`src/hdl/icache_mem_pkg.sv`:
```
`default_nettype none

package icache_mem_pkg;

    // A line fill is one wrapping burst, one word per beat
    localparam int BURST_BEATS = 16;

    // Counts beats 0..15 of a fill
    typedef logic [$clog2(BURST_BEATS)-1:0] beat_cnt_t;

endpackage

`default_nettype wire

```
`src/hdl/icache_cfg_pkg.sv`:
```
`default_nettype none

package icache_cfg_pkg;

    // Cache geometry
    localparam int NUM_SETS       = 64;
    localparam int NUM_WAYS       = 4;
    localparam int OFFSET_BITS    = 6;     // 64-byte lines
    localparam int INDEX_BITS     = 6;
    localparam int TAG_BITS       = 32 - OFFSET_BITS - INDEX_BITS;
    localparam int WORDS_PER_LINE = 16;

    // Byte address from the CPU
    typedef logic [31:0] addr_t;

    // One instruction word
    typedef logic [31:0] word_t;

    // Address fields
    typedef logic [TAG_BITS-1:0]   tag_t;
    typedef logic [INDEX_BITS-1:0] index_t;
    typedef logic [3:0]            word_off_t;   // Word inside a line

    // Way number and tree bits of one set
    typedef logic [1:0] way_t;
    typedef logic [2:0] plru_t;

endpackage

`default_nettype wire
```
`src/hdl/icache_ctrl.sv`:
```
`timescale 1ns/1ps
`default_nettype none

module icache_ctrl (
    input  wire                              clk,
    input  wire                              rst_n,
    // CPU side
    input  wire                              req_valid,
    input  wire icache_cfg_pkg::addr_t       req_addr,
    output logic                             req_ready,
    output logic                             resp_valid,
    output icache_cfg_pkg::word_t            resp_data,
    input  wire                              resp_ready,
    // Memory side
    output logic                             mem_req_valid,
    output icache_cfg_pkg::addr_t            mem_req_addr,
    input  wire                              mem_req_ready,
    input  wire                              mem_resp_valid,
    input  wire icache_cfg_pkg::word_t       mem_resp_data,
    input  wire                              mem_resp_last,
    output logic                             mem_resp_ready,
    // Arrays and PLRU
    output icache_cfg_pkg::addr_t            lookup_addr,
    input  wire                              hit,
    input  wire icache_cfg_pkg::way_t        hit_way,
    input  wire icache_cfg_pkg::word_t       hit_word,
    input  wire icache_cfg_pkg::way_t        victim_way,
    output logic                             fill_we,
    output icache_cfg_pkg::way_t             fill_way,
    output icache_cfg_pkg::word_off_t        fill_off,
    output icache_cfg_pkg::word_t            fill_data,
    output logic                             fill_commit,
    output logic                             touch_en,
    output icache_cfg_pkg::way_t             touch_way
);

    typedef enum logic [1:0] {
        IDLE,
        LOOKUP,
        FILL
    } state_t;

    state_t                    state;
    icache_cfg_pkg::addr_t     addr_q;      // Latched at acceptance
    icache_cfg_pkg::word_off_t miss_off;
    icache_cfg_pkg::word_off_t cur_off;     // Offset carried by the next beat
    icache_mem_pkg::beat_cnt_t beat_cnt;
    logic                      accept;
    logic                      issue_miss;
    logic                      beat;
    logic                      fill_done;
    logic                      load_hit;
    logic                      load_fill;

    assign lookup_addr    = addr_q;
    assign miss_off       = addr_q[icache_cfg_pkg::OFFSET_BITS-1:2];
    assign mem_resp_ready = 1'b1;               // Beats are never stalled

    assign req_ready  = (state == IDLE) && (!resp_valid || resp_ready);
    assign accept     = req_valid && req_ready;
    assign issue_miss = (state == LOOKUP) && !hit;
    assign beat       = (state == FILL) && mem_resp_valid;
    assign fill_done  = beat && mem_resp_last;
    assign load_hit   = (state == LOOKUP) && hit;
    assign load_fill  = beat && (cur_off == miss_off);   // Critical word

    // Beat writes into the victim way
    assign fill_we     = beat;
    assign fill_off    = cur_off;
    assign fill_data   = mem_resp_data;
    assign fill_commit = fill_done;

    assign touch_en  = load_hit || fill_done;
    assign touch_way = (state == FILL) ? fill_way : hit_way;

    always_ff @(posedge clk or negedge rst_n) begin
        if (!rst_n) begin
            state <= IDLE;
        end else begin
            case (state)
                IDLE: begin
                    if (accept) begin
                        state <= LOOKUP;
                    end
                end
                LOOKUP: begin
                    state <= hit ? IDLE : FILL;
                end
                FILL: begin
                    if (fill_done) begin
                        state <= IDLE;
                    end
                end
                default: begin
                    state <= IDLE;
                end
            endcase
        end
    end

    always_ff @(posedge clk) begin
        if (accept) begin
            addr_q <= req_addr;
        end
        if (issue_miss) begin
            // Wrapping burst starts at the missing word
            mem_req_addr <= {addr_q[31:icache_cfg_pkg::OFFSET_BITS], miss_off, 2'b00};
            fill_way     <= victim_way;
        end
    end

    // Address channel held until accepted
    always_ff @(posedge clk or negedge rst_n) begin
        if (!rst_n) begin
            mem_req_valid <= 1'b0;
        end else if (issue_miss) begin
            mem_req_valid <= 1'b1;
        end else if (mem_req_ready) begin
            mem_req_valid <= 1'b0;
        end
    end

    always_ff @(posedge clk or negedge rst_n) begin
        if (!rst_n) begin
            beat_cnt <= '0;
            cur_off  <= '0;
        end else if (issue_miss) begin
            beat_cnt <= '0;
            cur_off  <= miss_off;
        end else if (beat) begin
            beat_cnt <= beat_cnt + 1'b1;
            cur_off  <= cur_off + 1'b1;     // Wraps inside the line
        end
    end

    // Response register
    always_ff @(posedge clk or negedge rst_n) begin
        if (!rst_n) begin
            resp_valid <= 1'b0;
        end else if (load_hit || load_fill) begin
            resp_valid <= 1'b1;
        end else if (resp_ready) begin
            resp_valid <= 1'b0;
        end
    end

    always_ff @(posedge clk) begin
        if (load_hit) begin
            resp_data <= hit_word;
        end else if (load_fill) begin
            resp_data <= mem_resp_data;
        end
    end

    a_resp_hold: assert property (@(posedge clk) disable iff (!rst_n)
        resp_valid && !resp_ready |=> resp_valid && $stable(resp_data));

    a_mem_req_hold: assert property (@(posedge clk) disable iff (!rst_n)
        mem_req_valid && !mem_req_ready |=> mem_req_valid && $stable(mem_req_addr));

    // Memory must end the burst on the sixteenth beat and no other
    a_last_beat: assert property (@(posedge clk) disable iff (!rst_n)
        beat |-> (mem_resp_last ==
                  (beat_cnt == icache_mem_pkg::beat_cnt_t'(icache_mem_pkg::BURST_BEATS - 1))));

endmodule

`default_nettype wire

```
`config.mk`:
```
export PLATFORM = sky130hd
export DESIGN_NAME = icache_ctrl
export DESIGN_NICKNAME = d
export VERILOG_FILES = /design/src/hdl/icache_mem_pkg.sv /design/src/hdl/icache_cfg_pkg.sv /design/src/hdl/icache_ctrl.sv
export SDC_FILE = /design/constraint.sdc
export NUM_CORES = 1
export LEC_CHECK = 0
export ABC_AREA = 1
export ABC_CLOCK_PERIOD_IN_PS = 2400
export BUFFER_PORTS_ARGS = -buffer_cell sky130_fd_sc_hd__buf_2
export CAP_MARGIN = 20
export CORE_AREA = 8 8 108 110
export CTS_CLUSTER_SIZE = 8
export DETAILED_ROUTE_END_ITERATION = 16
export DIE_AREA = 0 0 116 118
export PLACE_DENSITY = 0.89
export RECOVER_POWER = 100
export SLEW_MARGIN = 5
export SYNTH_ARGS = -nofsm -noshare
export SYNTH_HDL_FRONTEND = slang
export SYNTH_SLANG_ARGS = --single-unit
```
`constraint.sdc`:
```
create_clock -name clk -period 2.4 [get_ports clk]
set_input_delay 0.24 -clock clk [delete_from_list [all_inputs] [get_ports clk]]
set_output_delay 0.24 -clock clk [all_outputs]
set_load 0.1 [all_outputs]
```
# Word-level counts from Yosys, hierarchy flattened
# Index checks and enable logic that the tools add are counted.
# word_totals
ff_bits	104
in_bits	108
out_inout_bits	143
# op_classes
addsub	1
n_eq_ne	5
muxes	13
n_reduce_logical	18
# ops
op	count
2-to-1 mux 32 bit	2
2-to-1 mux 2 bit	4
2-to-1 mux 4 bit	2
nonzero test 2 bit	4
logical AND 1 bit	7
one-hot mux 2 bit (3 select lines)	1
adder 4 x 1 -> 4 bit (second input constant)	1
equality test 4 bit	1
2-to-1 mux 1 bit	4
inequality test 2 bit (second input constant)	2
logical OR 1 bit	3
equality test 2 x 1 -> 1 bit (second input constant)	1
equality test 2 bit (second input constant)	1
logical NOT 1 bit	2
logical NOT 2 bit	1
AND reduction 2 bit	1

# Logic depth before layout (Yosys ltp)
# Gate-level depths: netlist of the first run.
# depth
ltp_word	6
depth_mapped	6
mapped_depth_nobuf	6

# Least setup slack after synthesis of the first run
# Ideal clock, no wire load.
# synth_path
kind	reg-to-reg
start	register resp_valid
end	register addr_q[0] (netlist: lookup_addr[0]) (enable)
arrival_time_ps	4039
path_slack_ps	-2031
stages_incl_launch_ff	5
cell_sequence	dfrtp_1 inv_1 nor2_1 nor3_1 and2_1
# synth_between
elab_chain_cells	4
# synth_lines
element	line_no	source
start, declared	icache_ctrl.sv:11	output logic resp_valid,
start signal, assigned	icache_ctrl.sv:139	resp_valid <= 1'b0;
start signal, assigned	icache_ctrl.sv:141	resp_valid <= 1'b1;
start signal, assigned	icache_ctrl.sv:143	resp_valid <= 1'b0;
logical NOT 1 bit	icache_ctrl.sv:59	assign req_ready = (state == IDLE) && (!resp_valid || resp_ready);
logical OR 1 bit	icache_ctrl.sv:59	
logical AND 1 bit	icache_ctrl.sv:59	
via req_ready	icache_ctrl.sv:10	output logic req_ready,
logical AND 1 bit	icache_ctrl.sv:60	assign accept = req_valid && req_ready;
via accept	icache_ctrl.sv:48	logic accept;
end signal, assigned	icache_ctrl.sv:103	addr_q <= req_addr;
end, declared	icache_ctrl.sv:44	icache_cfg_pkg::addr_t addr_q;
# The timed path passes the listed nets, and every way through them passes these cells.
# A chain may end at the register's enable or synchronous reset.

# Final worst setup path of the first run
# layout_path
start	register state[0]
end	register resp_data[2] (enable)
# layout_between
elab_chain_cells	4
# layout_lines
element	line_no	source
start, declared	icache_ctrl.sv:43	state_t state;
start signal, assigned	icache_ctrl.sv:87	state <= hit ? IDLE : FILL;
equality test 2 bit	icache_ctrl.sv:62	assign beat = (state == FILL) && mem_resp_valid;
logical AND 1 bit	icache_ctrl.sv:62	
logical AND 1 bit	icache_ctrl.sv:65	assign load_fill = beat && (cur_off == miss_off);
nonzero test 2 bit (no line) (*)	--	
end signal, assigned	icache_ctrl.sv:149	resp_data <= hit_word;
end signal, assigned	icache_ctrl.sv:151	resp_data <= mem_resp_data;
end, declared	icache_ctrl.sv:12	output icache_cfg_pkg::word_t resp_data,
# Mark *: on every way between the ends. The rest lies on a longest branch, timed or not.

==> impl_metrics.py, run 1 <==
metrics = {
    "final_layout": {
        "final_nets": 581,
        "stdcell_count": 614,
        "drive_gt1_share_pct": 28.7,
        "layout_commonest_cell": "clkbuf_1",
        "final_cell_mix": "clkbuf_1 (140), buf_2 (108), edfxtp_1 (96)",
        "fin_util_pct": 52.5,
        "final_area_mm2": 0.00525,
        "fillers": 993,
        "area_growth_syn_to_layout_pct": 26.0,
    },
    "clocking": {
        "root_buffer": "clkbuf_8",
        "cts_sinks": 104,
        "clk-insertion-delay-late_ns": 0.36,
        "cts.clk_slew.worst_paths_ns": 0.10,
        "cts_buffers": 9,
        "cts_tree": "done",
        "ctsHtreeMaxLevel": 3,
        "cts_resized": 0,
        "cts_buffer_depth": 2,
    },
    "outcome": {
        "status": "finished clean",
    },
    "worst_setup_path": {
        "cp_slowest_stage_delay_ns": 0.59,
        "crit_slowest_cell": "buf_2",
        "cp.buffers_inverters": 2,
        "startpoint_type": "register",
        "cp_max_fo": 32,
        "end_kind": "register",
        "r2r_slack_ns": 0.29,
        "worstSetupPathType": "register to register",
        "worstPathArrival_ns": 2.10,
        "path_delay_family": "buffers and inverters",
        "critical_path_required_ns": 2.39,
        "crit_path_cell_trace": "nor2_1, nand2_1, inv_1, nand3_1, nand2_2, buf_2",
    },
    "timing": {
        "tns_ns": 0,
        "worstMarginPinSlew_ns": 1.24,
        "clock.fmax_ghz": 0.474,
        "fin_crit_ns": 2.11,
        "slew_violations": 0,
        "rsz0062_at_grt": "false",
        "fin_crit_sh_pct": 87.9,
        "finalHoldViolCount": 0,
        "setup_viol": 0,
        "slew_headroom_pct": 17.7,
        "skew_ns": 0.0107,
        "setup_ws_ns": 0.291,
    },
    "placed_design": {
        "io_buffers": 247,
        "dp_cells": 596,
        "dpl.hpwl_mm": 9.14,
        "pre_cts_slack_ns": 0.517,
        "place.gp.congestion": 0.885,
        "post_dp_cell_area_mm2": 0.00536,
    },
    "power": {
        "switching_share_pct": 54.1,
        "power.clock.fraction_pct": 14.7,
        "switching_power_mw": 3.90,
        "power_density_mw_per_mm2": 1370,
        "intPower_mw": 3.32,
        "seqPwrFrac_pct": 36.1,
        "vdd_drop_max_mv": 0.776,
        "power_leakage_nw": 2.06,
        "combPwrFrac_pct": 49.2,
    },
    "floorplanning": {
        "row_count": 37,
        "initial_utilization_pct": 41.7,
        "io_pins": 251,
        "core_area_mm2": 0.0100,
        "die-width_um": 116,
        "dieHeight_um": 118,
        "die-area_mm2": 0.0137,
    },
    "synthesis": {
        "synthDominantCellAreaShare_pct": 69.1,
        "synthCells": 245,
        "synth.largest_area_cell": "edfxtp_1",
        "ys_warn_count": 0,
        "syn-cell-area_mm2": 0.00417,
        "ys_ff_latch": 104,
        "yosys-top-cells-area": "edfxtp_1 (69%), mux2_4 (9.7%), buf_4 (6.3%), dfrtp_1 (4.8%), nand2_1 (2.4%)",
        "synth.avg_cell_area_um2": 17.0,
        "synth_cell_types": 21,
        "seq_area_frac_synth_pct": 73.9,
    },
    "drt": {
        "via_per_inst": 4.43,
        "via_count": 2720,
        "drc_errors": 0,
        "ant_nets": 0,
        "totalWireLength_mm": 11.4,
        "firstDrtPassIters": 4,
        "drt_iter0_drc": 77,
        "wire_per_inst_um": 18.5,
    },
    "global_route": {
        "grt_max_degree": 33,
        "antenna_found_initial": 1,
        "grt_pass1_wl_mm": 16.3,
        "grt_pass1_vias": 2960,
        "grt_use_total_pct": 15.9,
        "grt_overflow": 0,
    },
    "min_path": {
        "hold_class": "primary input to register",
    },
    "run": {
        "max_cap_viol_count": 0,
    },
}
area by class of cell:
| cell class | count | area [um^2] | share of cell area, % |
|---|---|---|---|
| inverters | 16 | 60.1 | 1.14 |
| flip-flops and latches | 104 | 3090 | 58.8 |
| clock buffers | 12 | 135 | 2.57 |
| clock inverters | 4 | 55.1 | 1.05 |
| well taps | 136 | 170 | 3.24 |
| diodes | 1 | 2.50 | 0.0476 |
| repair buffers | 253 | 1100 | 21.0 |
| multi-input cells | 88 | 641 | 12.2 |
metal layers:
metal / GRT usage, % / up-vias / wire length, um
li1: - / 1287 / -
met1: 16.7 / 1287 / 4160
met2: 28.0 / 123 / 6110
met3: 4.31 / 23 / 783
met4: 8.68 / 0 / 299
met5: 0 / - / 0
path summary, 6_finish.rpt:
kind / cells after the start / startpoint / to
max: 6 / state[0]$_DFFE_PN0P_ / resp_data[2]$_DFFE_PP_
min: 1 / req_addr[14] / lookup_addr[14]$_DFFE_PP_
max reg2reg: 6 / state[0]$_DFFE_PN0P_ / resp_data[2]$_DFFE_PP_
min reg2reg: 0 / lookup_addr[26]$_DFFE_PP_ / mem_req_addr[26]$_DFFE_PP_
max in group asynchronous: 2 / rst_n / resp_valid$_DFFE_PN0P_
min in group asynchronous: 2 / rst_n / fill_off[2]$_DFFE_PN0P_
synth_stat cells:
master    number
dfrtp_1        8
nor2_1         7
mux2_4        27
mux2_2         5
buf_4         35
nand2_1       27
edfxtp_1      96
inv_2          1
conb_1         2
o22ai_1        1
o21ai_0        3
nand3b_1       1
inv_1         15
buf_6          3
xor2_1         2
ha_1           1
nor3_1         1
nand3_1        5
nand3_4        1
and2_1         2
o211ai_1       2
flip-flops by register name (all words and copies together) (netlist names):
| signal | cells |
|---|---|
| mem_req_valid | 1 |
| fill_off | 4 |
| fill_way | 2 |
| lookup_addr | 32 |
| mem_req_addr | 30 |
| resp_data | 32 |
| state | 2 |
| resp_valid | 1 |
power groups by stage:
stage | Sequential [mW] | Clock [mW] | Combinational [mW]
2_1_floorplan | 4.68 | 0 | 1.13
3_3_place_gp | 2.62 | 0 | 3.74
3_5_place_dp | 2.64 | 0 | 3.78
4_1_cts | 2.60 | 1.12 | 3.78
5_1_grt | 2.64 | 1.17 | 3.67
6_report | 2.60 | 1.06 | 3.55
stage by stage:
| step | hold WS, ns | total power, mW |
|---|---|---|
| final | 0.0471 | 7.22 |
| after global routing | 0.0141 | 7.48 |
| after CTS | 0.0170 | 7.50 |
| after detailed placement | 0.102 | 6.42 |
| after global placement | 0.0933 | 6.36 |
| after floorplan | -0.0556 | 5.81 |
logic make-up after synthesis:
group	Yosys count	synth area share [%]
compound gates	6	0.870
other cells	2	0.180
mux	32	11.1
simple gates	44	4.68
xor+xnor	2	0.420
fa+ha+maj	1	0.300
flops	104	73.9
buf+inv	54	8.55
what timing repair did:
item,4_1_cts,5_1_grt
endpoints found under the hold margin,8,0
setup buffers,0,0
hold buffers,1,0
(Power assumes the default switching activity.)
==> inputs of run 2 (changes only) <==
--- a/config.mk
+++ b/config.mk
@@ -6,16 +6,17 @@
 export NUM_CORES = 1
 export LEC_CHECK = 0
 export ABC_AREA = 1
-export ABC_CLOCK_PERIOD_IN_PS = 2400
+export ABC_CLOCK_PERIOD_IN_PS = 2500
 export BUFFER_PORTS_ARGS = -buffer_cell sky130_fd_sc_hd__buf_2
 export CAP_MARGIN = 20
-export CORE_AREA = 8 8 108 110
+export CORE_AREA = 8 8 104 106
+export CTS_BUF_LIST = sky130_fd_sc_hd__clkbuf_8 sky130_fd_sc_hd__clkbuf_16
 export CTS_CLUSTER_SIZE = 8
 export DETAILED_ROUTE_END_ITERATION = 16
-export DIE_AREA = 0 0 116 118
-export PLACE_DENSITY = 0.89
+export DIE_AREA = 0 0 112 114
+export PLACE_DENSITY = 0.95
 export RECOVER_POWER = 100
-export SLEW_MARGIN = 5
+export SLEW_MARGIN = 25
 export SYNTH_ARGS = -nofsm -noshare
 export SYNTH_HDL_FRONTEND = slang
 export SYNTH_SLANG_ARGS = --single-unit
==> constraint.sdc (replaced) <==
create_clock -name clk -period 2.5 [get_ports clk]
set_input_delay 0.25 -clock clk [delete_from_list [all_inputs] [get_ports clk]]
set_output_delay 0.25 -clock clk [all_outputs]
set_load 0.1 [all_outputs]
==> run 2 against run 1 <==
Compared with the run above:
- die area shrank 6.7%
- sequential power shrank 4%
- global-route usage increased by 1.0 points
- power shrank 4.5%
- wire length increased by 1.5%
- register-to-register slack better by 0.15 ns
- final cell count fell by 4.6%
- sequential cell count unchanged
- sequential share of layout area grew 0.50 points
- count of clock-buffer cells in the layout fell by 3
- design area shrank 0.93%
- combinational power decreased by 4%
- critical path type is now register to output port
==> impl_metrics.py, run 2 (synthesized netlist as in run 1, its figures left out) <==
metrics = {
    "clocking": {
        "cts_resized": 0,
        "cts.clk_slew.worst_paths_ns": 0.11,
        "hold_buffers": 1,
        "root_buffer": "clkbuf_8",
        "cts_sinks": 104,
        "cts_tree": "done",
        "post-cts-setup-buffers": 0,
        "clk-insertion-delay-late_ns": 0.36,
        "cts_buffer_depth": 2,
        "cts_buffers": 9,
        "ctsHtreeMaxLevel": 3,
    },
    "timing": {
        "tns_ns": 0,
        "setup_viol": 0,
        "worstMarginPinSlew_ns": 1.27,
        "fin_crit_ns": 2.19,
        "fin_crit_sh_pct": 87.7,
        "setup_ws_ns": 0.308,
        "slew_violations": 0,
        "skew_ns": 0.0136,
        "rsz0062_at_grt": "false",
        "clock.fmax_ghz": 0.456,
        "finalHoldViolCount": 0,
        "slew_headroom_pct": 15.4,
    },
    "worst_setup_path": {
        "critical_path_required_ns": 2.25,
        "crit_top_cell": "nor2_1",
        "r2r_start": "state[0]$_DFFE_PN0P_",
        "crit_slowest_cell": "buf_2",
        "crit_path_cell_trace": "nor2_1, nand2_1, nor2_1, buf_2",
        "crit_end": "fill_commit",
        "cp_slowest_stage_delay_ns": 0.47,
        "worstSetupPathType": "register to output port",
        "end_kind": "output port",
        "r2r_slack_ns": 0.44,
        "reg2regPathDepth": 6,
        "cp-startpoint": "state[0]$_DFFE_PN0P_",
        "worstPathArrival_ns": 1.94,
        "cp_max_fo": 6,
        "reg2reg_to": "resp_data[25]$_DFFE_PP_",
        "startpoint_type": "register",
    },
    "run": {
        "max_cap_viol_count": 0,
    },
    "drt": {
        "via_count": 2774,
        "totalWireLength_mm": 11.5,
        "drt_iter0_drc": 129,
        "via_per_inst": 4.73,
        "wire_per_inst_um": 19.7,
        "ant_nets": 0,
        "firstDrtPassIters": 4,
        "drc_errors": 0,
    },
    "global_route": {
        "grt_use_total_pct": 17.0,
        "grt_pass1_vias": 3034,
        "antenna_found_initial": 1,
        "grt_pass1_wl_mm": 16.6,
        "grt_max_degree": 36,
        "grt_overflow": 0,
    },
    "power": {
        "switching_share_pct": 55.2,
        "switching_power_mw": 3.81,
        "power_leakage_nw": 2.05,
        "power_density_mw_per_mm2": 1320,
        "power.clock.fraction_pct": 14.3,
        "combPwrFrac_pct": 49.5,
        "vdd_drop_max_mv": 0.773,
        "intPower_mw": 3.09,
        "seqPwrFrac_pct": 36.2,
        "power.total_mw": 6.89,
    },
    "floorplanning": {
        "core_area_mm2": 0.00911,
        "dieHeight_um": 114,
        "io_pins": 251,
        "row_count": 35,
        "initial_utilization_pct": 45.8,
        "die-width_um": 112,
        "die-area_mm2": 0.0128,
    },
    "placed_design": {
        "dpl.hpwl_mm": 9.19,
        "place.gp.congestion": 0.801,
        "io_buffers": 247,
        "post_dp_cell_area_mm2": 0.00529,
        "pre_cts_slack_ns": 0.462,
        "dp_cells": 569,
    },
    "outcome": {
        "status": "finished clean",
    },
    "min_path": {
        "hp-start": "req_addr[13]",
        "holdPathStages": 1,
        "hold_class": "primary input to register",
    },
    "final_layout": {
        "fillers": 847,
        "stdcell_count": 586,
        "regArea_mm2": 0.00308,
        "multi_input_area_um2": 637,
        "final_nets": 579,
        "final_cell_mix": "clkbuf_1 (136), buf_2 (107), edfxtp_1 (96)",
        "layout_commonest_cell": "clkbuf_1",
        "drive_gt1_share_pct": 29.1,
        "num_antenna_cells": 0,
        "final_area_mm2": 0.00520,
        "area_growth_syn_to_layout_pct": 24.8,
    },
}
==> run 2: power groups by stage <==
stage	sequential, mW	combinational [mW]	clock, mW
floorplan	4.48	1.08	0
global placement	2.51	3.57	0
detailed placement	2.53	3.61	0
CTS	2.49	3.62	1.03
global route	2.53	3.52	1.10
finish	2.50	3.41	0.988
==> run 2: final cells by class <==
class	count	share of cell area [%]
well taps	111	2.67
repair buffers	251	21.0
flip-flops and latches	104	59.3
inverters	16	1.15
clock inverters	7	1.27
multi-input cells	88	12.2
clock buffers	9	2.38
==> run 2: worst max-delay path, delay by kind of cell, from the launching register on <==
family | cells | cell delay (ns)
and+or+nand+nor | 3 | 0.69
buffers and inverters | 1 | 0.47
DFF | 1 | 0.44
==> run 2: layer usage <==
metal	global-route usage [%]	share of wire [%]
met2	31.4	56
met1	17.4	35
met5	0	0.11
met4	6.12	1.4
met3	5.92	7.9
==> run 2: stage by stage <==
step           util, %  hold WS (ns)
5_1_grt           57.1        0.0146
3_5_place_dp      58.1         0.109
3_3_place_gp      58.1         0.103
6_report          57.1        0.0589
4_1_cts           60.3        0.0331
2_1_floorplan        -       -0.0456
==> run 2: how the worst min path moves through the flow <==
stage and end:
3_3_place_gp fill_off[1]$_DFFE_PN0P_, 2_1_floorplan fill_off[0]$_DFFE_PN0P_, 5_1_grt lookup_addr[25]$_DFFE_PP_, 4_1_cts lookup_addr[13]$_DFFE_PP_
6_report lookup_addr[13]$_DFFE_PP_, 3_5_place_dp fill_off[0]$_DFFE_PN0P_
